==> config.mk <==
export PLATFORM = sky130hd
export DESIGN_NAME = weight_buffer_wrapper
export DESIGN_NICKNAME = d
export VERILOG_FILES = /design/src/common/conv_acc_pkg.sv /design/src/weight_buffer/weight_buffer_wrapper.sv
export VERILOG_INCLUDE_DIRS = /design/src /design/src/common
export SDC_FILE = /design/constraint.sdc
export NUM_CORES = 1
export LEC_CHECK = 0
export BUFFER_PORTS_ARGS = -buffer_cell sky130_fd_sc_hd__buf_2
export CELL_PAD_IN_SITES_DETAIL_PLACEMENT = 0
export CELL_PAD_IN_SITES_GLOBAL_PLACEMENT = 1
export CORE_MARGIN = 1
export CORE_UTILIZATION = 16
export CTS_CLUSTER_SIZE = 10
export DETAILED_ROUTE_END_ITERATION = 10
export HOLD_SLACK_MARGIN = 0.1
export PLACE_DENSITY_LB_ADDON = 0.1
export SYNTH_ARGS = -nofsm -noshare
export SYNTH_HDL_FRONTEND = slang
export SYNTH_SLANG_ARGS = --single-unit
==> constraint.sdc <==
create_clock -name clk -period 1.3 [get_ports clk]
set_input_delay 0.13 -clock clk [delete_from_list [all_inputs] [get_ports clk]]
set_output_delay 0.13 -clock clk [all_outputs]
set_load 0.01 [all_outputs]
==> src/common/conv_acc_macros.svh <==
`ifndef CONV_ACC_MACROS_SVH
`define CONV_ACC_MACROS_SVH

// Datapath and bus widths
`define CA_DATA_W 32
`define CA_WB_ADR_W 20

// Weight SRAM geometry
`define CA_WEIGHT_DEPTH 1024
`define CA_WEIGHT_AW 10

// Byte address bit that selects the weight region over the registers
`define CA_REGION_BIT 16

// Register byte offsets decoded from adr[7:0]
`define CA_REG_CTRL 8'h00
`define CA_REG_LEN 8'h04
`define CA_REG_ACT 8'h08
`define CA_REG_STATUS 8'h0C
`define CA_REG_RESULT 8'h10

`endif

==> src/common/conv_acc_pkg.sv <==
`include "conv_acc_macros.svh"

package conv_acc_pkg;

  typedef struct packed {
    logic                    cyc;
    logic                    stb;
    logic                    we;
    logic [`CA_WB_ADR_W-1:0] adr;
    logic [`CA_DATA_W-1:0]   dat;
  } wb_req_t;

  typedef struct packed {
    logic [`CA_DATA_W-1:0] dat;
    logic                  ack;
  } wb_rsp_t;

  // Host weight access already reduced to a word address
  typedef struct packed {
    logic                     valid;
    logic                     we;
    logic [`CA_WEIGHT_AW-1:0] addr;
    logic [`CA_DATA_W-1:0]    wdata;
  } buf_req_t;

  typedef struct packed {
    logic                  ack;
    logic [`CA_DATA_W-1:0] rdata;
  } buf_rsp_t;

  typedef struct packed {
    logic                     cs;
    logic                     we;
    logic [`CA_WEIGHT_AW-1:0] addr;
    logic [`CA_DATA_W-1:0]    wdata;
  } sram_req_t;

  // Raw word for host and SRAM, four int8 lanes for the engine (lane 0 = low byte)
  typedef union packed {
    logic [`CA_DATA_W-1:0] raw;
    logic [3:0][7:0]       lane;
  } weight_word_u;

endpackage

==> src/weight_buffer/weight_buffer_wrapper.sv <==
`timescale 1ns/1ps
`include "conv_acc_macros.svh"

module weight_buffer_wrapper (
  input  logic                       clk,
  input  logic                       rst,
  input  conv_acc_pkg::buf_req_t     host_req_i,
  output conv_acc_pkg::buf_rsp_t     host_rsp_o,
  input  logic                       eng_busy_i,
  input  conv_acc_pkg::sram_req_t    eng_req_i,
  output conv_acc_pkg::weight_word_u eng_rdata_o,
  output conv_acc_pkg::sram_req_t    sram_req_o,
  input  logic [`CA_DATA_W-1:0]      sram_rdata_i
);

  typedef enum logic [1:0] {
    IDLE    = 2'h0,
    ENGINE  = 2'h1,
    HOST_RD = 2'h2,
    HOST_WR = 2'h3
  } own_state_t;

  own_state_t state_q;
  own_state_t state_d;
  // Second cycle of a host read, when SRAM data is valid
  logic       rd_phase_q;
  logic       eng_own;
  logic       host_own;

  always_ff @(posedge clk or posedge rst) begin
    if (rst) begin
      state_q    <= IDLE;
      rd_phase_q <= 1'b0;
    end else begin
      state_q    <= state_d;
      rd_phase_q <= (state_q == HOST_RD) && !rd_phase_q;
    end
  end

  always_comb begin
    state_d = state_q;
    case (state_q)
      IDLE: begin
        // Engine wins over a waiting host
        if (eng_busy_i) begin
          state_d = ENGINE;
        end else if (host_req_i.valid) begin
          state_d = host_req_i.we ? HOST_WR : HOST_RD;
        end
      end
      ENGINE: begin
        if (!eng_busy_i) begin
          state_d = IDLE;
        end
      end
      HOST_RD: begin
        if (rd_phase_q) begin
          state_d = IDLE;
        end
      end
      HOST_WR: state_d = IDLE;
      default: state_d = IDLE;
    endcase
  end

  // First engine read goes out while the FSM is still leaving IDLE
  assign eng_own  = (state_q == ENGINE) || ((state_q == IDLE) && eng_busy_i);
  assign host_own = (state_q == HOST_WR) || ((state_q == HOST_RD) && !rd_phase_q);

  always_comb begin
    sram_req_o = '0;
    if (eng_own) begin
      sram_req_o = eng_req_i;
    end else if (host_own) begin
      sram_req_o.cs    = 1'b1;
      sram_req_o.we    = (state_q == HOST_WR);
      sram_req_o.addr  = host_req_i.addr;
      sram_req_o.wdata = host_req_i.wdata;
    end
  end

  // Read data only reaches the current owner
  always_comb begin
    host_rsp_o.ack   = (state_q == HOST_WR) || ((state_q == HOST_RD) && rd_phase_q);
    host_rsp_o.rdata = (state_q == HOST_RD) ? sram_rdata_i : '0;
    eng_rdata_o.raw  = (state_q == ENGINE) ? sram_rdata_i : '0;
  end

endmodule

-- After elaboration in Yosys (flattened, before gate mapping)
Cells that the tools add are included.
- register bits: 3
- word-level logic and storage cells: 27
- input bits: 123
- output and inout bits: 109
- equal/unequal tests: 6
- reductions and logical operators: 9
- muxes and demuxes: 10
- operators by type and width (kind ; number):
    $mux 44 ; 2
    $mux 32 ; 2
    $mux 2 ; 4
    $pmux 2 s4 ; 1
    $eq 2x2->1 const B ; 2
    $ne 2x2->1 const B ; 2
    $logic_and 1x1->1 ; 3
    $logic_or 1x1->1 ; 3
    $ne 3x3->1 const B ; 1
    $reduce_and 3->1 ; 1
    $eq 2x1->1 const B ; 1
    $logic_not 2->1 ; 1
    $logic_not 1->1 ; 1
    $mux 1 ; 1

-- Logic depth before layout (Yosys ltp)
Gate-level depths: netlist (run 1).
- depth in word-level cells: 5
- depth in mapped cells: 4
- depth with buffers taken out: 2

-- Worst setup path before layout (run 1)
OpenSTA, ideal clock, no wires.
- path kind: reg-to-output
- start point: reg state_q[1]
- end point: out sram_req_o[10] (netlist bit)
- data required time: 1.170 ns
- arrival time: 1.113 ns
- slack: 0.057 ns
- path buffers: 2
- cell stages (with the launch flop): 5
- cell sequence: dfrtp_1 nand2b_1 buf_2 buf_2 a31oi_1
- RTL lines (element ; RTL line ; source):
    start, declared ; weight_buffer_wrapper.sv:23 ; own_state_t state_q;
    start signal, assigned ; weight_buffer_wrapper.sv:35 ; state_q <= state_d;
    end, declared ; weight_buffer_wrapper.sv:12 ; output conv_acc_pkg::sram_req_t sram_req_o,

==> results of run 1 <==
## cells in the mapped netlist
cell       n
a21oi_1    3
a31oi_1   43
and2_1    64
and2b_1    2
buf_12     3
buf_2      7
buf_6      1
buf_8      1
clkbuf_1  13
clkinv_1   1
dfrtp_1    3
inv_1      2
mux2i_1   42
nand2b_1   2
nand3b_1   1
nor2_1     2
nor2b_1    1
o21a_1     1
or3b_2     1
## power by group
part | switching [mW] | internal, mW | leakage [nW]
logic | 0.969 | 1.03 | 1.62
clock network | 0.0607 | 0.209 | 0.0228
registers | 0.0209 | 0.107 | 0.0372
total | 1.05 | 1.34 | 1.68
## logic make-up (layout without fill, tap and decap cells)
logic type | count (synthesis) | count (layout) | synth area share
and+or+nand+nor | 73 | 73 | 0.3211
AOI/OAI and AO/OA | 47 | 47 | 0.2044
muxes | 42 | 42 | 0.2947
buffers and inverters | 28 | 254 | 0.1272
DFF | 3 | 3 | 0.05263
## layout make-up
type                    instances  area share
flip-flops and latches          3     0.02480
clock buffers                   4     0.01463
multi-input cells             162      0.4077
repair buffers                247      0.5053
inverters                       3    0.003659
well taps                     108     0.04390
## state kept, by name, summed over array words and instances (netlist names)
register    count
state_q         2
rd_phase_q      1
## critical path: cells and delay by family, from the launching register on
kind	cells	cell delay [ps]
DFF	1	450
buffers and inverters	2	290
and+or+nand+nor	2	440
## what timing repair did
| item | 4_1_cts | 5_1_grt |
|---|---|---|
| hold endpoints to repair | 3 | 0 |
| setup endpoints to repair | 108 | 108 |
| hold buffers | 1 | 0 |
| gates resized for setup | 8 | 52 |
| setup buffers | 1 | 0 |
| pin swaps | 1 | 22 |
| gates cloned | 0 | 4 |
## worst paths after layout
path / startpoint / to / slack, ps / cells after the start
worst min-delay path: eng_busy_i / state_q[0] / 200 / 3
max in group asynchronous: rst / state_q[1] / 830 / 3
min in group asynchronous: rst / state_q[0] / 320 / 3
worst min register to register: rd_phase_q / rd_phase_q / 470 / 1
worst max register to register: state_q[1] / state_q[1] / 140 / 2
worst max-delay path: state_q[1] / eng_rdata_o[5] / -240 / 4
## routing by layer
layer  vias to the layer above  GRT usage  wire, um  part of all wire
met3                         5    0.02739       804              0.11
li1                       1146          -         -                 -
met1                      1040     0.1134      2300              0.33
met2                       144     0.2518      3858              0.55
met4                         0    0.01471        35            0.0050
met5                         -          0         0                 0
## per-stage QoR
step	setup TNS [ps]	utilization	hold slack (ps)	power, mW	instances
after global routing	-28520	0.3547	219.3	2.607	527
final	-20970	0.3547	201.4	2.394	527
after floorplan	0	-	-116.4	1.160	193
after CTS	-19680	0.3222	200.0	2.216	523
after detailed placement	-125.6	0.3110	8.217	1.895	517
after global placement	-85.82	0.3110	1.786	1.911	517
==> metrics.csv, run 1 <==
metric,value,unit
setup_viol,108,
crit_path_max_incr_delay,450,ps
rows,34,
cts_root_buffer,clkbuf_8,
drt-initial-drc-count,19,
antenna_cells,0,
dp_slack,-31.60,ps
wl_per_cell,13.28,um
antenna_found_initial,0,
netlist_instances,193,
cts_made_buffers,3,
dr.pass1.iters,4,
drt_wl_total,6999,um
fmax,0.6493,GHz
syn2layout_area_growth,115.8,%
detail-route-antenna-nets,0,
synth_area,1426,um2
cts.reportedPaths.clkPinSlew,30,ps
synth.distinct_cells,19,
n_fill_cell,931,
critPathArrivalTime,1410,ps
max_slew_margin,0.8529,
multi_input_area,1255,um2
hold_class,primary input to register,
boundaryPins,232,
die-area,9297,um2
ys_seq_area_frac,0.05263,
overflow,0,
track_usage,0.1175,
cts_sinks,3,
h-tree-depth,1,
critPathCaptureType,output port,
rsz0062_at_grt,true,
regArea,76.32,um2
hold_viol_final,0,
synth_area_leaders,"mux2i_1 (29%), and2_1 (28%), a31oi_1 (19%), dfrtp_1 (5.3%), buf_12 (4.2%)",
grt_pass1_vias,1908,
fin_nets,543,
initial_core_util,0.1644,
violations,negative setup slack,
ys_ff_latch,3,
status,finished with violations,
yosys_warnings,0,
worstSkewPairLatency,220,ps
drv_cap,0,
worstSetupPathType,register to output port,
crit_path_start_kind,register,
cp.required,1170,ps
skew,3.505,ps
drv_slew,0,
place.gp.congestion,0.7081,
grt_start_max_net_pins,45,
die_h,96.42,um
final_cell_mix,"buf_2 (208), mux2i_1 (42), a31oi_1 (42)",
io_buffer_count,231,
yosysTopAreaCellShare,0.2947,
worstPathMaxFanout,11,
p_per_area,777.7,nW/um2
core_region_area,8678,um2
grt_first_pass_wirelength,8687,um
synth_area_per_cell,7.391,um2
dp_hpwl,4958,um
postLayoutCellArea,3078,um2
final_common_cell,buf_2,
leakagePower,1.682,nW
clk_path_buf_depth,2,
dr_total_vias,2335,
drive_gt1_frac,0.6683,
die_w,96.42,um
min_period,1540,ps
ir_worst_vdd,0.3351,mV
drc,0,
worst_pin_slew,220.7,ps
cp_cell_sequence,and2b_4 > clkbuf_16 > and2_1 > buf_2,
crit_path_top_delay_cell,dfrtp_2,
fin_ws,-240.2,ps
cts_tree,done,
yosys.area.top_type,mux2i_1,
postPlaceCellArea,2699,um2
fin_crit_sh,1.185,
vias_per_cell,4.431,
syn-num-nets,316,
(Power assumes the default switching activity.)
==> inputs of run 2 (changes only) <==
Settings changed: BUFFER_PORTS_ARGS -buffer_cell sky130_fd_sc_hd__buf_2 to unset, CORE_AREA set to 2 2 89 91, CORE_MARGIN 1 to unset, CORE_UTILIZATION 16 to unset, DIE_AREA set to 0 0 91 93, DONT_BUFFER_PORTS set to 1.
==> run 2 against run 1 <==
  * Largest cell class is now multi-input gates
  * Sequential cell count unchanged
  * Die area shrank 9.0%
  * Via count decreased by 22%
  * Cell count shrank 33%
  * Combinational power is 10% higher
  * Non-clock buffer count shrank 168
  * Sequential power is 5% lower
  * The run still ends with negative setup slack left
  * Register-to-register slack got worse by 280 ps
  * Highest routed layer unchanged
  * Maximum frequency shrank 1.5%
==> metrics.csv, run 2 (synthesized netlist as in run 1, its figures left out) <==
metric,value,unit
status,finished with violations,
violations,negative setup slack,
final_cell_mix,"and2_4 (64), buf_4 (53), mux2i_1 (40)",
core_region_area,7527,um2
critPathCaptureType,output port,
leakagePower,1.099,nW
vias_per_cell,5.147,
drc,0,
worstSetupPathType,register to output port,
syn2layout_area_growth,80.44,%
h-tree-depth,1,
skew,0.6279,ps
grt_pass1_vias,1553,
fin_worst_hold_slack,171.5,ps
drv_cap,0,
whs_path_depth,2,
antenna_found_initial,0,
die_h,93,um
clk_path_buf_depth,2,
detail-route-antenna-nets,0,
postLayoutCellArea,2574,um2
fin_nets,375,
cp.required,1170,ps
rows,32,
finalPower,2.588,mW
top_layer,met4,
die_w,91,um
multi_input_area,1405,um2
cts.reportedPaths.clkPinSlew,30,ps
drive_gt1_frac,0.6255,
track_usage,0.1086,
final_common_cell,and2_4,
hold_class,primary input to register,
cts_root_buffer,clkbuf_8,
critPathArrivalTime,1430,ps
fmax,0.6393,GHz
dp_hpwl,3882,um
top_register,state_q,
grt_first_pass_wirelength,7617,um
wl_met2,3857,um
largest_register_ffs,2,
cts_made_buffers,3,
dr_total_vias,1817,
overflow,0,
crit_start,state_q[1],
max_slew_margin,0.8690,
drt-initial-drc-count,43,
drv_slew,0,
antenna_cells,0,
wl_met3,644,um
crit_path_start_kind,register,
cts_tree,done,
worstSkewPairLatency,210,ps
rsz0062_at_grt,true,
initial_core_util,0.1895,
cts_sinks,3,
reg_top3,"state_q x2, rd_phase_q x1",
drt_wl_total,6898,um
regArea,76.32,um2
ir_worst_vdd,0.8213,mV
io_buffer_count,0,
hold_viol_final,0,
postPlaceCellArea,1873,um2
dr.pass1.iters,4,
die-area,8463,um2
fin_ws,-264.2,ps
hp-start,host_req_i[43],
boundaryPins,232,
m1WireLength,2346,um
reg2regPathDepth,4,
wl_per_cell,19.54,um
place.gp.congestion,0.6975,
p_per_area,1006,nW/um2
r2r-start,state_q[1],
min_period,1564,ps
worst_pin_slew,191.1,ps
worstPathMaxFanout,6,
fin_crit_sh,1.203,
grt_start_max_net_pins,45,
n_fill_cell,777,
setup_viol,109,
==> run 2: worst paths after layout <==
check / slack (ps) / end
min in group asynchronous: 220 / rd_phase_q
max in group asynchronous: 930 / state_q[1]
worst min register to register: 530 / rd_phase_q
worst max-delay path: -260 / sram_req_o[23]
worst max register to register: -140 / state_q[1]
worst min-delay path: 170 / state_q[1]
==> run 2: through the flow <==
step,instances,worst slack (ps),TNS [ps],util
2_1_floorplan,193,56.93,0,-
5_1_grt,353,-319.2,-28680,0.3419
3_3_place_gp,325,-75.91,-151.5,0.2488
6_report,353,-264.2,-23400,0.3419
4_1_cts,336,-235.7,-21120,0.2877
3_5_place_dp,325,-101.0,-1365,0.2488
==> run 2: area by class of cell <==
cell class	instances	share of cell area
flip-flops and latches	3	0.02965
repair buffers	79	0.3529
clock buffers	4	0.01750
inverters	3	0.004375
multi-input cells	162	0.5459
well taps	102	0.04959
==> run 2: power by group <==
part | internal, mW | total [mW] | switching, mW
registers | 0.107 | 0.121 | 0.0133
clock network | 0.209 | 0.270 | 0.0613
logic | 1.19 | 2.20 | 1.01
==> run 2: worst max-delay path: stages (launching register included) <==
cell and delay [ps]:
dfrtp_2 430, buf_12 170, clkbuf_16 160, mux2i_1 120, a31oi_1 180, buf_4 160
==> run 2: layer usage <==
layer,vias to the layer above,GRT usage
met5,-,0
met4,0,0.007576
met3,2,0.02981
met2,143,0.2216
met1,865,0.1144
li1,807,-
==> run 2: repair_timing <==
item / in CTS / in global routing
buffers inserted: 0 / 6
resized for setup: 46 / 47
pin swaps: 0 / 29
hold endpoints to repair: 5 / 0
gates cloned: 3 / 11
endpoints found under the setup margin: 109 / 109
hold buffers: 4 / 0
