$ cat config.mk
export PLATFORM = sky130hd
export DESIGN_NAME = dot_product_engine
export DESIGN_NICKNAME = d
export VERILOG_FILES = /design/src/common/conv_acc_pkg.sv /design/src/source/dot_product_engine.sv
export VERILOG_INCLUDE_DIRS = /design/src /design/src/common
export SDC_FILE = /design/constraint.sdc
export NUM_CORES = 1
export LEC_CHECK = 0
export ABC_AREA = 0
export CAP_MARGIN = 20
export CORE_MARGIN = 4
export CORE_UTILIZATION = 38
export CTS_CLUSTER_SIZE = 28
export DETAILED_ROUTE_END_ITERATION = 8
export DONT_BUFFER_PORTS = 1
export PLACE_DENSITY = 0.56
export SLEW_MARGIN = 20
export SYNTH_ARGS = -nofsm -noshare
export SYNTH_HDL_FRONTEND = slang
export SYNTH_SLANG_ARGS = --single-unit
export TNS_END_PERCENT = 5
$ cat constraint.sdc
create_clock -name clk -period 11.1 [get_ports clk]
set_input_delay 0.555 -clock clk [delete_from_list [all_inputs] [get_ports clk]]
set_output_delay 0.555 -clock clk [all_outputs]
set_load 0.05 [all_outputs]
$ cat src/common/conv_acc_macros.svh
`ifndef CONV_ACC_MACROS_SVH
`define CONV_ACC_MACROS_SVH

// Datapath and bus widths
`define CA_DATA_W 32
`define CA_WB_ADR_W 20

// Weight SRAM geometry
`define CA_WEIGHT_DEPTH 1024
`define CA_WEIGHT_AW 10

// Byte address bit that selects the weight region over the registers
`define CA_REGION_BIT 16

// Register byte offsets decoded from adr[7:0]
`define CA_REG_CTRL 8'h00
`define CA_REG_LEN 8'h04
`define CA_REG_ACT 8'h08
`define CA_REG_STATUS 8'h0C
`define CA_REG_RESULT 8'h10

`endif

$ cat src/common/conv_acc_pkg.sv
`include "conv_acc_macros.svh"

package conv_acc_pkg;

  typedef struct packed {
    logic                    cyc;
    logic                    stb;
    logic                    we;
    logic [`CA_WB_ADR_W-1:0] adr;
    logic [`CA_DATA_W-1:0]   dat;
  } wb_req_t;

  typedef struct packed {
    logic [`CA_DATA_W-1:0] dat;
    logic                  ack;
  } wb_rsp_t;

  // Host weight access already reduced to a word address
  typedef struct packed {
    logic                     valid;
    logic                     we;
    logic [`CA_WEIGHT_AW-1:0] addr;
    logic [`CA_DATA_W-1:0]    wdata;
  } buf_req_t;

  typedef struct packed {
    logic                  ack;
    logic [`CA_DATA_W-1:0] rdata;
  } buf_rsp_t;

  typedef struct packed {
    logic                     cs;
    logic                     we;
    logic [`CA_WEIGHT_AW-1:0] addr;
    logic [`CA_DATA_W-1:0]    wdata;
  } sram_req_t;

  // Raw word for host and SRAM, four int8 lanes for the engine (lane 0 = low byte)
  typedef union packed {
    logic [`CA_DATA_W-1:0] raw;
    logic [3:0][7:0]       lane;
  } weight_word_u;

endpackage

$ cat src/source/dot_product_engine.sv
`timescale 1ns/1ps
`include "conv_acc_macros.svh"

module dot_product_engine (
  input  logic                       clk,
  input  logic                       rst,
  input  logic                       start_i,
  input  logic [`CA_WEIGHT_AW:0]     len_i,
  input  conv_acc_pkg::weight_word_u act_i,
  output logic                       busy_o,
  output logic                       done_o,
  output logic [`CA_DATA_W-1:0]      result_o,
  output conv_acc_pkg::sram_req_t    sram_req_o,
  input  conv_acc_pkg::weight_word_u rdata_i
);

  logic                         busy_q;
  logic                         done_q;
  logic                         issue_q;
  logic [`CA_WEIGHT_AW:0]       cnt_q;
  logic [`CA_WEIGHT_AW:0]       len_q;
  conv_acc_pkg::weight_word_u   act_q;
  logic                         last_issue;
  // Pipeline valids and last tags for the read in flight and the product sum
  logic                         rd_v_q;
  logic                         rd_last_q;
  logic                         prod_v_q;
  logic                         prod_last_q;
  logic signed [15:0]           prod [4];
  logic signed [`CA_DATA_W-1:0] lane_sum;
  logic signed [`CA_DATA_W-1:0] prod_sum_q;
  logic signed [`CA_DATA_W-1:0] acc_q;
  logic                         launch;

  assign launch     = start_i && !busy_q;
  assign last_issue = issue_q && (cnt_q == len_q - 1'b1);

  always_comb begin
    lane_sum = '0;
    for (int i = 0; i < 4; i++) begin
      prod[i]  = $signed(rdata_i.lane[i]) * $signed(act_q.lane[i]);
      lane_sum = lane_sum + prod[i];
    end
  end

  always_ff @(posedge clk or posedge rst) begin
    if (rst) begin
      busy_q      <= 1'b0;
      done_q      <= 1'b0;
      issue_q     <= 1'b0;
      cnt_q       <= '0;
      rd_v_q      <= 1'b0;
      rd_last_q   <= 1'b0;
      prod_v_q    <= 1'b0;
      prod_last_q <= 1'b0;
      acc_q       <= '0;
    end else begin
      done_q      <= 1'b0;
      rd_v_q      <= issue_q;
      rd_last_q   <= last_issue;
      prod_v_q    <= rd_v_q;
      prod_last_q <= rd_last_q;
      if (launch) begin
        busy_q  <= 1'b1;
        issue_q <= 1'b1;
        cnt_q   <= '0;
        acc_q   <= '0;
      end else begin
        if (issue_q) begin
          cnt_q <= cnt_q + 1'b1;
        end
        if (last_issue) begin
          issue_q <= 1'b0;
        end
        if (prod_v_q) begin
          acc_q <= acc_q + prod_sum_q;
        end
        if (prod_last_q) begin
          busy_q <= 1'b0;
          done_q <= 1'b1;
        end
      end
    end
  end

  // Run operands are frozen at start
  always_ff @(posedge clk) begin
    if (launch) begin
      len_q <= len_i;
      act_q <= act_i;
    end
    if (rd_v_q) begin
      prod_sum_q <= lane_sum;
    end
  end

  always_comb begin
    sram_req_o.cs    = issue_q;
    sram_req_o.we    = 1'b0;
    sram_req_o.addr  = cnt_q[`CA_WEIGHT_AW-1:0];
    sram_req_o.wdata = '0;
  end

  assign busy_o   = busy_q;
  assign done_o   = done_q;
  assign result_o = acc_q;

endmodule

; ---- Word level (Yosys, flattened, before mapping)
; Index checks and enable logic that the tools add are counted.
; Widths: inputs -> output; s select.
[word_totals]
reg_bits = 125
input_bits = 78
output_inout_bits = 78
[op_classes]
addsub = 6
multipliers = 4
n_eq_ne = 1
mux = 10
n_reduce_logical = 7
[op_table]
columns = cell, count
row1 = $mul 8x8->16, 4
row2 = $mux 32, 2
row3 = $add 32x32->32, 1
row4 = $mux 11, 2
row5 = $add 18x16->19, 1
row6 = $add 17x16->18, 1
row7 = $add 16x16->17, 1
row8 = $add 11x1->11 const B, 1
row9 = $eq 11x11->1, 1
row10 = $sub 11x1->11 const B, 1
row11 = $reduce_bool 2->1, 4
row12 = $mux 1, 6
row13 = $logic_and 1x1->1, 2
row14 = $logic_not 1->1, 1

; ---- Logic depth before layout (Yosys ltp)
; Gate-level depths: netlist (run 1).
[depth]
depth_word = 5
ltp_mapped = 26

; ---- Least setup slack after synthesis (run 1)
; No wires, ideal clock.
[synth_timing]
path_type = input port to flip-flop
startpoint = input port rdata_i[29] (netlist bit)
endpoint = register prod_sum_q[17], data pin
setup_ns = 0.258
t_arrival_ns = 6.434
setup_slack_ns = 4.409
path_stages = 22
n_path_buf = 0
path_cell_list = nand2_1 > fa_1 > fa_1 > fa_1 > inv_1 > fa_1 > fa_1 > inv_1 > fa_1 > fa_1 > inv_1 > fa_1 > ha_1 > a21o_1 > a21oi_1 > o21bai_1 > a21oi_1 > o21bai_1 > a211o_1 > a31o_2 > a21oi_1 > xnor2_1
[synth_between]
elab_chain_len = 2
[synth_lines]
columns = element, line
row1 = start: declaration, dot_product_engine.sv:14  ; input conv_acc_pkg::weight_word_u rdata_i
row2 = $mul 8x8->16, dot_product_engine.sv:41  ; prod[i] = $signed(rdata_i.lane[i]) * $signed(act_q.lane[i]);
row3 = $add 18x16->19, dot_product_engine.sv:42  ; lane_sum = lane_sum + prod[i];
row4 = named net lane_sum[17], dot_product_engine.sv:30  ; logic signed [`CA_DATA_W-1:0] lane_sum;
row5 = end signal: assignment, dot_product_engine.sv:93  ; prod_sum_q <= lane_sum;
row6 = end: declaration, dot_product_engine.sv:31  ; logic signed [`CA_DATA_W-1:0] prod_sum_q;
; The timed path passes the listed nets, and every way through them passes these cells.
; A chain may end at the register's enable or synchronous reset.

; ---- Final worst setup path (run 1)
[layout_timing]
startpoint = register act_q[24] (netlist bit)
endpoint = register prod_sum_q[30], data pin
[layout_between]
elab_chain_len = 2
[layout_lines]
columns = element, line
row1 = start: declaration, dot_product_engine.sv:22  ; conv_acc_pkg::weight_word_u act_q;
row2 = start signal: assignment, dot_product_engine.sv:90  ; act_q <= act_i;
row3 = $mul 8x8->16, dot_product_engine.sv:41
row4 = $add 18x16->19, dot_product_engine.sv:42
row5 = named net lane_sum[18], dot_product_engine.sv:30
; The timed path passes the listed nets, and every way through them passes these cells.

==> flow_metrics.tcl, run 1 <==
set metrics [dict create \
    run_status "finished, final reports clean" \
    clkLatencyLatePin_ps 400 \
    clk_transition_reported_paths_ps 100 \
    yosys_warnings 0 \
    grt_use_total_pct 16.8 \
    grt_antenna_before_repair 3 \
    initial_utilization_pct 38.6 \
    critPathArrivalTime_ps 7160 \
    place.detailed.hpwl_um 32700 \
    cell_area_after_layout_um2 17900 \
    skew_ps 19.4 \
    synth_top_cells_by_area "sky130_fd_sc_hd__fa_1 (38%), sky130_fd_sc_hd__edfxtp_1 (11%), sky130_fd_sc_hd__ha_1 (9.6%)" \
    gpl.final_weighted_congestion 0.859 \
    drt-wirelength-per-cell_um 16.8 \
    achievable-frequency_mhz 142 \
    setup_viol_count_final 0 \
    fraction_of_layout_instances_using_a_drive_strength_above_1_pct 2.40 \
    grt_first_pass_wirelength_um 62900 \
    maximum_number_of_pins_on_one_net_before_global_route_repair 76 \
    via_per_inst 4.73 \
    synth_commonest_cells "sky130_fd_sc_hd__inv_1 (391), sky130_fd_sc_hd__fa_1 (327), sky130_fd_sc_hd__and2_1 (132), sky130_fd_sc_hd__ha_1 (132), sky130_fd_sc_hd__nand2_1 (123)" \
    cell_variety_after_synth 67 \
    cts.htree.levels 3 \
    dieArea_um2 48600 \
    list_of_cells_traversed_by_the_critical_path "nand2_1 > inv_1 > fa_1 > inv_1 > fa_1 > fa_1 > inv_1 > fa_1 > fa_1 > fa_1 > fa_1 > inv_1 > fa_1 > inv_1 > ha_1 > nand2_1 > nand2_1 > a41oi_1 > a21oi_1 > a211o_1 > a21oi_1 > xnor2_1" \
    unrepaired_setup_endpoints_after_global_routing "false" \
    slew_headroom_pct 32.1 \
    number_of_buffers_inserted_during_clock_tree_synthesis 9 \
    synth.ff_latch_count 112 \
    drt_iter0_drc 514 \
    synth_area_leader_cell "sky130_fd_sc_hd__fa_1" \
    postLayoutCoreUtil_pct 40.4 \
    first_pass_iters 5 \
    synth_largest_type_area_fraction_pct 38.2 \
    post_synth_instance_area_um2 17100 \
    hold_path_class "in -> async" \
    post-cts-setup-buffers 0 \
    max-clock-path-buffers 2 \
    post_synth_inst_count 1675 \
    required_ps 11230 \
    drv_slew 0 \
    tightestPinTransition_ps 1020 \
    finalCriticalPeriod_ps 7030 \
    crit_path_max_fanout 8 \
    post-synth-top-count-cell "sky130_fd_sc_hd__inv_1" \
    grt.overflow.total 0 \
    port_buffers 0 \
    cpMaxStageDelayCell "sky130_fd_sc_hd__fa_1" \
    grt_pass1_vias 11800 \
    async_reset_ff_share_pct 44.6 \
    die_w_um 220 \
    via_count 10700 \
    final_antenna_net_count 0 \
    setup.worst_path.start_class "flop" \
    criticalPathCategory "reg -> reg" \
    final_nets 2196 \
    cts_tree "yes" \
    placeableCoreArea_um2 44400 \
    setup_total_negative_slack_ps 0 \
    placed_inst_area_um2 17600 \
    timing.final.crit_share_pct 63.3 \
    clock_tree_root "sky130_fd_sc_hd__clkbuf_16" \
    floorplan.io_pins 156 \
    crit_path_end_kind "flop" \
    fp.dieH_um 220 \
    drt_drc_violations_left 0 \
    cts_hold_buffers 0 \
    yosysSeqAreaShare_pct 18.2 \
    avgSynthCellArea_um2 10.2 \
    layout_overhead_on_the_synthesized_area_pct 4.57 \
    synth_enable_flop_cells 62 \
    critical_path.most_common_cell "sky130_fd_sc_hd__fa_1" \
    timing.max_cap.violations 0 \
    totalWireLength_um 38000 \
    cts.sinks 112 \
    max_stage_delay_ps 690 \
    synth-main-ff-cell "sky130_fd_sc_hd__edfxtp_1" \
    post_cts.resized_instances 0 \
    core.rowCount 77 \
    finalHoldViolCount 0 \
]
==> cells by family (layout without fill, tap and decap cells) <==
logic type | Yosys count | after routing | share of synthesized area, %
AO/OA/AOI/OAI | 137 | 137 | 5.37
XOR/XNOR | 70 | 70 | 3.58
adder cells (fa/ha/maj) | 459 | 459 | 47.8
buffers and inverters | 452 | 409 | 11.0
flip-flops | 112 | 112 | 18.2
multiplexers | 27 | 27 | 1.61
other | 1 | 36 | 0.0219
AND/OR/NAND/NOR | 417 | 417 | 12.4
==> worst max-delay path: cells and delay by family (launching register included) <==
kind,cells,cell delay (ps)
flops,1,530
compound gates,4,840
buf+inv,5,390
simple gates,3,330
fa+ha+maj,9,4600
xor+xnor,1,80
==> final cells by class <==
type,instances,area [um2]
inverters,391,1470
flip-flops and latches,112,3110
fillers,4377,26500
diodes,3,7.51
clock inverters,7,93.8
well taps,592,741
repair buffers,2,15.0
clock buffers,9,225
multi-input cells,1143,12300
==> layout by cell type (no fill, tap or decap), types with 17 or more instances in the layout <==
| master | instances |
|---|---|
| sky130_fd_sc_hd__a21oi_1 | 51 |
| sky130_fd_sc_hd__ha_1 | 132 |
| sky130_fd_sc_hd__nand2_1 | 123 |
| sky130_fd_sc_hd__o21ai_0 | 17 |
| sky130_fd_sc_hd__nor2_1 | 67 |
| sky130_fd_sc_hd__xor2_1 | 22 |
| sky130_fd_sc_hd__a21o_1 | 19 |
| sky130_fd_sc_hd__fa_1 | 327 |
| sky130_fd_sc_hd__conb_1 | 33 |
| sky130_fd_sc_hd__dfrtp_1 | 49 |
| sky130_fd_sc_hd__xnor2_1 | 48 |
| sky130_fd_sc_hd__nand2b_1 | 18 |
| sky130_fd_sc_hd__and2_1 | 132 |
| sky130_fd_sc_hd__mux2i_1 | 26 |
| sky130_fd_sc_hd__inv_1 | 390 |
| sky130_fd_sc_hd__edfxtp_1 | 62 |
==> routing by layer <==
metal  up-vias  global-route usage, %  routed length [um]
met2       151                   30.1               20300
li1       5018                      -                   -
met1      5478                   20.4               15300
met4         0                   4.96                 909
met3        39                   3.27                1490
met5         -                      0                   0
==> stage by stage <==
stage	worst slack (ps)	hold WS [ps]	instances
floorplan	4410	331	1707
global placement	4110	334	2240
detailed placement	4030	336	2240
CTS	4050	214	2256
global route	3620	207	2258
finish	4070	191	2259
==> worst paths after layout <==
kind                       slack, ps        endpoint  startpoint  cells past startpoint
setup / recovery                4070  prod_sum_q[30]   act_q[24]                     22
hold / removal                   190          done_o         rst                      2
setup reg to reg                4070  prod_sum_q[30]   act_q[24]                     22
hold reg to reg                  360     prod_last_q   rd_last_q                      0
max in group asynchronous      10420        prod_v_q         rst                      2
min in group clk                 240        len_q[7]    len_i[7]                      0
==> flip-flops by register name (all words and copies together) (netlist names) <==
signal and count:
rd_v_q 1, prod_v_q 1, result_o 32, prod_last_q 1, len_q 11, cnt_q 11
prod_sum_q 19, issue_q 1, busy_o 1, rd_last_q 1, act_q 32, done_o 1
Power of run 1 is left out: the tool's default activity adds up to more than one toggle a clock period on the data nets, which glitch-free logic cannot reach.
==> run 2, diff against run 1 <==
- clock period: 11.1 -> 7 ns (I/O delays scaled with it)
==> run 2 against run 1 <==
The run now ends with negative hold slack left; sequential share of layout area down 0.18 points; die area unchanged; first-iteration DRC count increased by 4.9%; largest cell class unchanged; non-clock buffer count grew 17; worst hold slack worse by 200 ps; clock skew increased by 5.3 ps; via count up 0.84%; critical path depth down 1.
==> flow_metrics.tcl, run 2 (synthesis gave the netlist of run 1 again) <==
set metrics [dict create \
    clk_transition_reported_paths_ps 110 \
    skew_ps 24.6 \
    clock_tree_root "sky130_fd_sc_hd__clkbuf_16" \
    totalWireLength_um 38300 \
    floorplan.io_pins 156 \
    gpl.final_weighted_congestion 0.871 \
    number_of_buffers_inserted_during_clock_tree_synthesis 9 \
    crit_path_end_kind "flop" \
    via_count 10800 \
    crit_family "adder cells" \
    placeableCoreArea_um2 44400 \
    layout.cells.most_common "sky130_fd_sc_hd__inv_1" \
    maximum_number_of_pins_on_one_net_before_global_route_repair 53 \
    failed_checks "negative hold slack" \
    cpMaxStageDelayCell "sky130_fd_sc_hd__fa_1" \
    run_status "finished with violations" \
    tightestPinTransition_ps 975 \
    final_antenna_net_count 0 \
    dieArea_um2 48600 \
    final_nets 2213 \
    place.detailed.hpwl_um 33000 \
    finalHoldViolCount 8 \
    grt_first_pass_wirelength_um 62400 \
    timing.final.crit_share_pct 96.9 \
    postLayoutCoreUtil_pct 40.8 \
    max_stage_delay_ps 600 \
    finalCriticalPeriod_ps 6780 \
    achievable-frequency_mhz 147 \
    port_buffers 0 \
    holdWs_ps -7.83 \
    clkLatencyLatePin_ps 410 \
    timing.max_cap.violations 0 \
    critical_path.most_common_cell "sky130_fd_sc_hd__fa_1" \
    drt-wirelength-per-cell_um 16.8 \
    die_w_um 220 \
    fraction_of_layout_instances_using_a_drive_strength_above_1_pct 4.52 \
    criticalPathCategory "reg -> reg" \
    setup_viol_count_final 0 \
    grt_use_total_pct 16.6 \
    first_pass_iters 5 \
    cts_tree "yes" \
    hold_path_class "in -> async" \
    crit_path_max_fanout 7 \
    grt_pass1_vias 11700 \
    cts.htree.levels 3 \
    drt_drc_violations_left 0 \
    grt.overflow.total 0 \
    fp.dieH_um 220 \
    initial_utilization_pct 38.6 \
    list_of_cells_traversed_by_the_critical_path "nand2_2 > inv_1 > fa_1 > fa_1 > fa_1 > inv_2 > fa_1 > inv_1 > fa_1 > fa_1 > fa_1 > inv_1 > fa_1 > inv_1 > ha_1 > or2_2 > o31ai_1 > a21oi_2 > a211o_1 > a21oi_1 > xnor2_1" \
    via_per_inst 4.74 \
    max-clock-path-buffers 2 \
    setup.worst_path.start_class "flop" \
    critPathArrivalTime_ps 6920 \
    drv_slew 0 \
    drt_iter0_drc 539 \
    critical_path.n_buffers_inverters 5 \
    mostFrequentLayoutCells "sky130_fd_sc_hd__inv_1 (388), sky130_fd_sc_hd__fa_1 (324), sky130_fd_sc_hd__ha_1 (131)" \
    core.rowCount 77 \
    slew_headroom_pct 35.0 \
    required_ps 7130 \
    layout_overhead_on_the_synthesized_area_pct 5.64 \
    cp-startpoint "act_q[2]" \
    critical_path.reg2reg.startpoint "act_q[2]" \
    grt_antenna_before_repair 3 \
    cts.sinks 112 \
]
[run 2: cell types whose count changed in the layout (fill, tap and decap cells not counted), sizes merged]
cell	previous run	this run
diode	3	2
buf	2	19
[run 2: stage by stage]
stage / setup slack (ps) / TNS (ps) / cells / instance area [um2]
2_1_floorplan: 387 / 0 / 1707 / 17300
3_3_place_gp: 161 / 0 / 2246 / 17600
3_5_place_dp: 64.9 / 0 / 2246 / 17600
4_1_cts: 31.4 / 0 / 2262 / 18000
5_1_grt: -54.4 / -88.8 / 2274 / 18100
6_report: 215 / 0 / 2275 / 18100
[run 2: final timing paths]
| check | end | depth (start not counted) | slack (ps) |
|---|---|---|---|
| max | prod_sum_q[30] | 21 | 220 |
| min | cnt_q[1] | 2 | -8 |
| max reg2reg | prod_sum_q[30] | 21 | 220 |
| min reg2reg | prod_last_q | 0 | 360 |
| max in group asynchronous | prod_v_q | 2 | 6560 |
| min in group clk | act_q[6] | 0 | 30 |
[run 2: what timing repair did]
item / 4_1_cts / 5_1_grt
setup endpoints to repair: 0 / 4
gates resized for setup: 0 / 20
buffers inserted: 0 / 11
hold buffers: 0 / 0
[run 2: routing by layer]
layer	vias to the layer above	part of all wire (%)	global-route usage [%]
li1	5064	-	-
met1	5509	40	20.1
met2	166	54	30.5
met3	33	4.0	3.01
met4	4	2.0	4.44
met5	-	0.070	0
[run 2: area by class of cell]
| class | count | area [um2] |
|---|---|---|
| antenna | 2 | 5.00 |
| inverter | 391 | 1470 |
| clock buffer | 9 | 225 |
| tap | 592 | 741 |
| sequential | 112 | 3110 |
| multi-input combinational | 1143 | 12300 |
| fill | 4348 | 26300 |
| clock inverter | 7 | 95.1 |
| timing repair buffer | 19 | 143 |
[run 2: worst register-to-register path: stages (launching register included)]
cell and delay, ps:
sky130_fd_sc_hd__edfxtp_1 520, sky130_fd_sc_hd__nand2_2 130, sky130_fd_sc_hd__inv_1 90, sky130_fd_sc_hd__fa_1 600, sky130_fd_sc_hd__fa_1 470, sky130_fd_sc_hd__fa_1 560, sky130_fd_sc_hd__inv_2 100, sky130_fd_sc_hd__fa_1 490
sky130_fd_sc_hd__inv_1 60, sky130_fd_sc_hd__fa_1 500, sky130_fd_sc_hd__fa_1 510, sky130_fd_sc_hd__fa_1 490, sky130_fd_sc_hd__inv_1 50, sky130_fd_sc_hd__fa_1 540, sky130_fd_sc_hd__inv_1 70, sky130_fd_sc_hd__ha_1 310
sky130_fd_sc_hd__or2_2 320, sky130_fd_sc_hd__o31ai_1 100, sky130_fd_sc_hd__a21oi_2 90, sky130_fd_sc_hd__a211o_1 260, sky130_fd_sc_hd__a21oi_1 180, sky130_fd_sc_hd__xnor2_1 90
Power of run 2 is left out for the same reason.
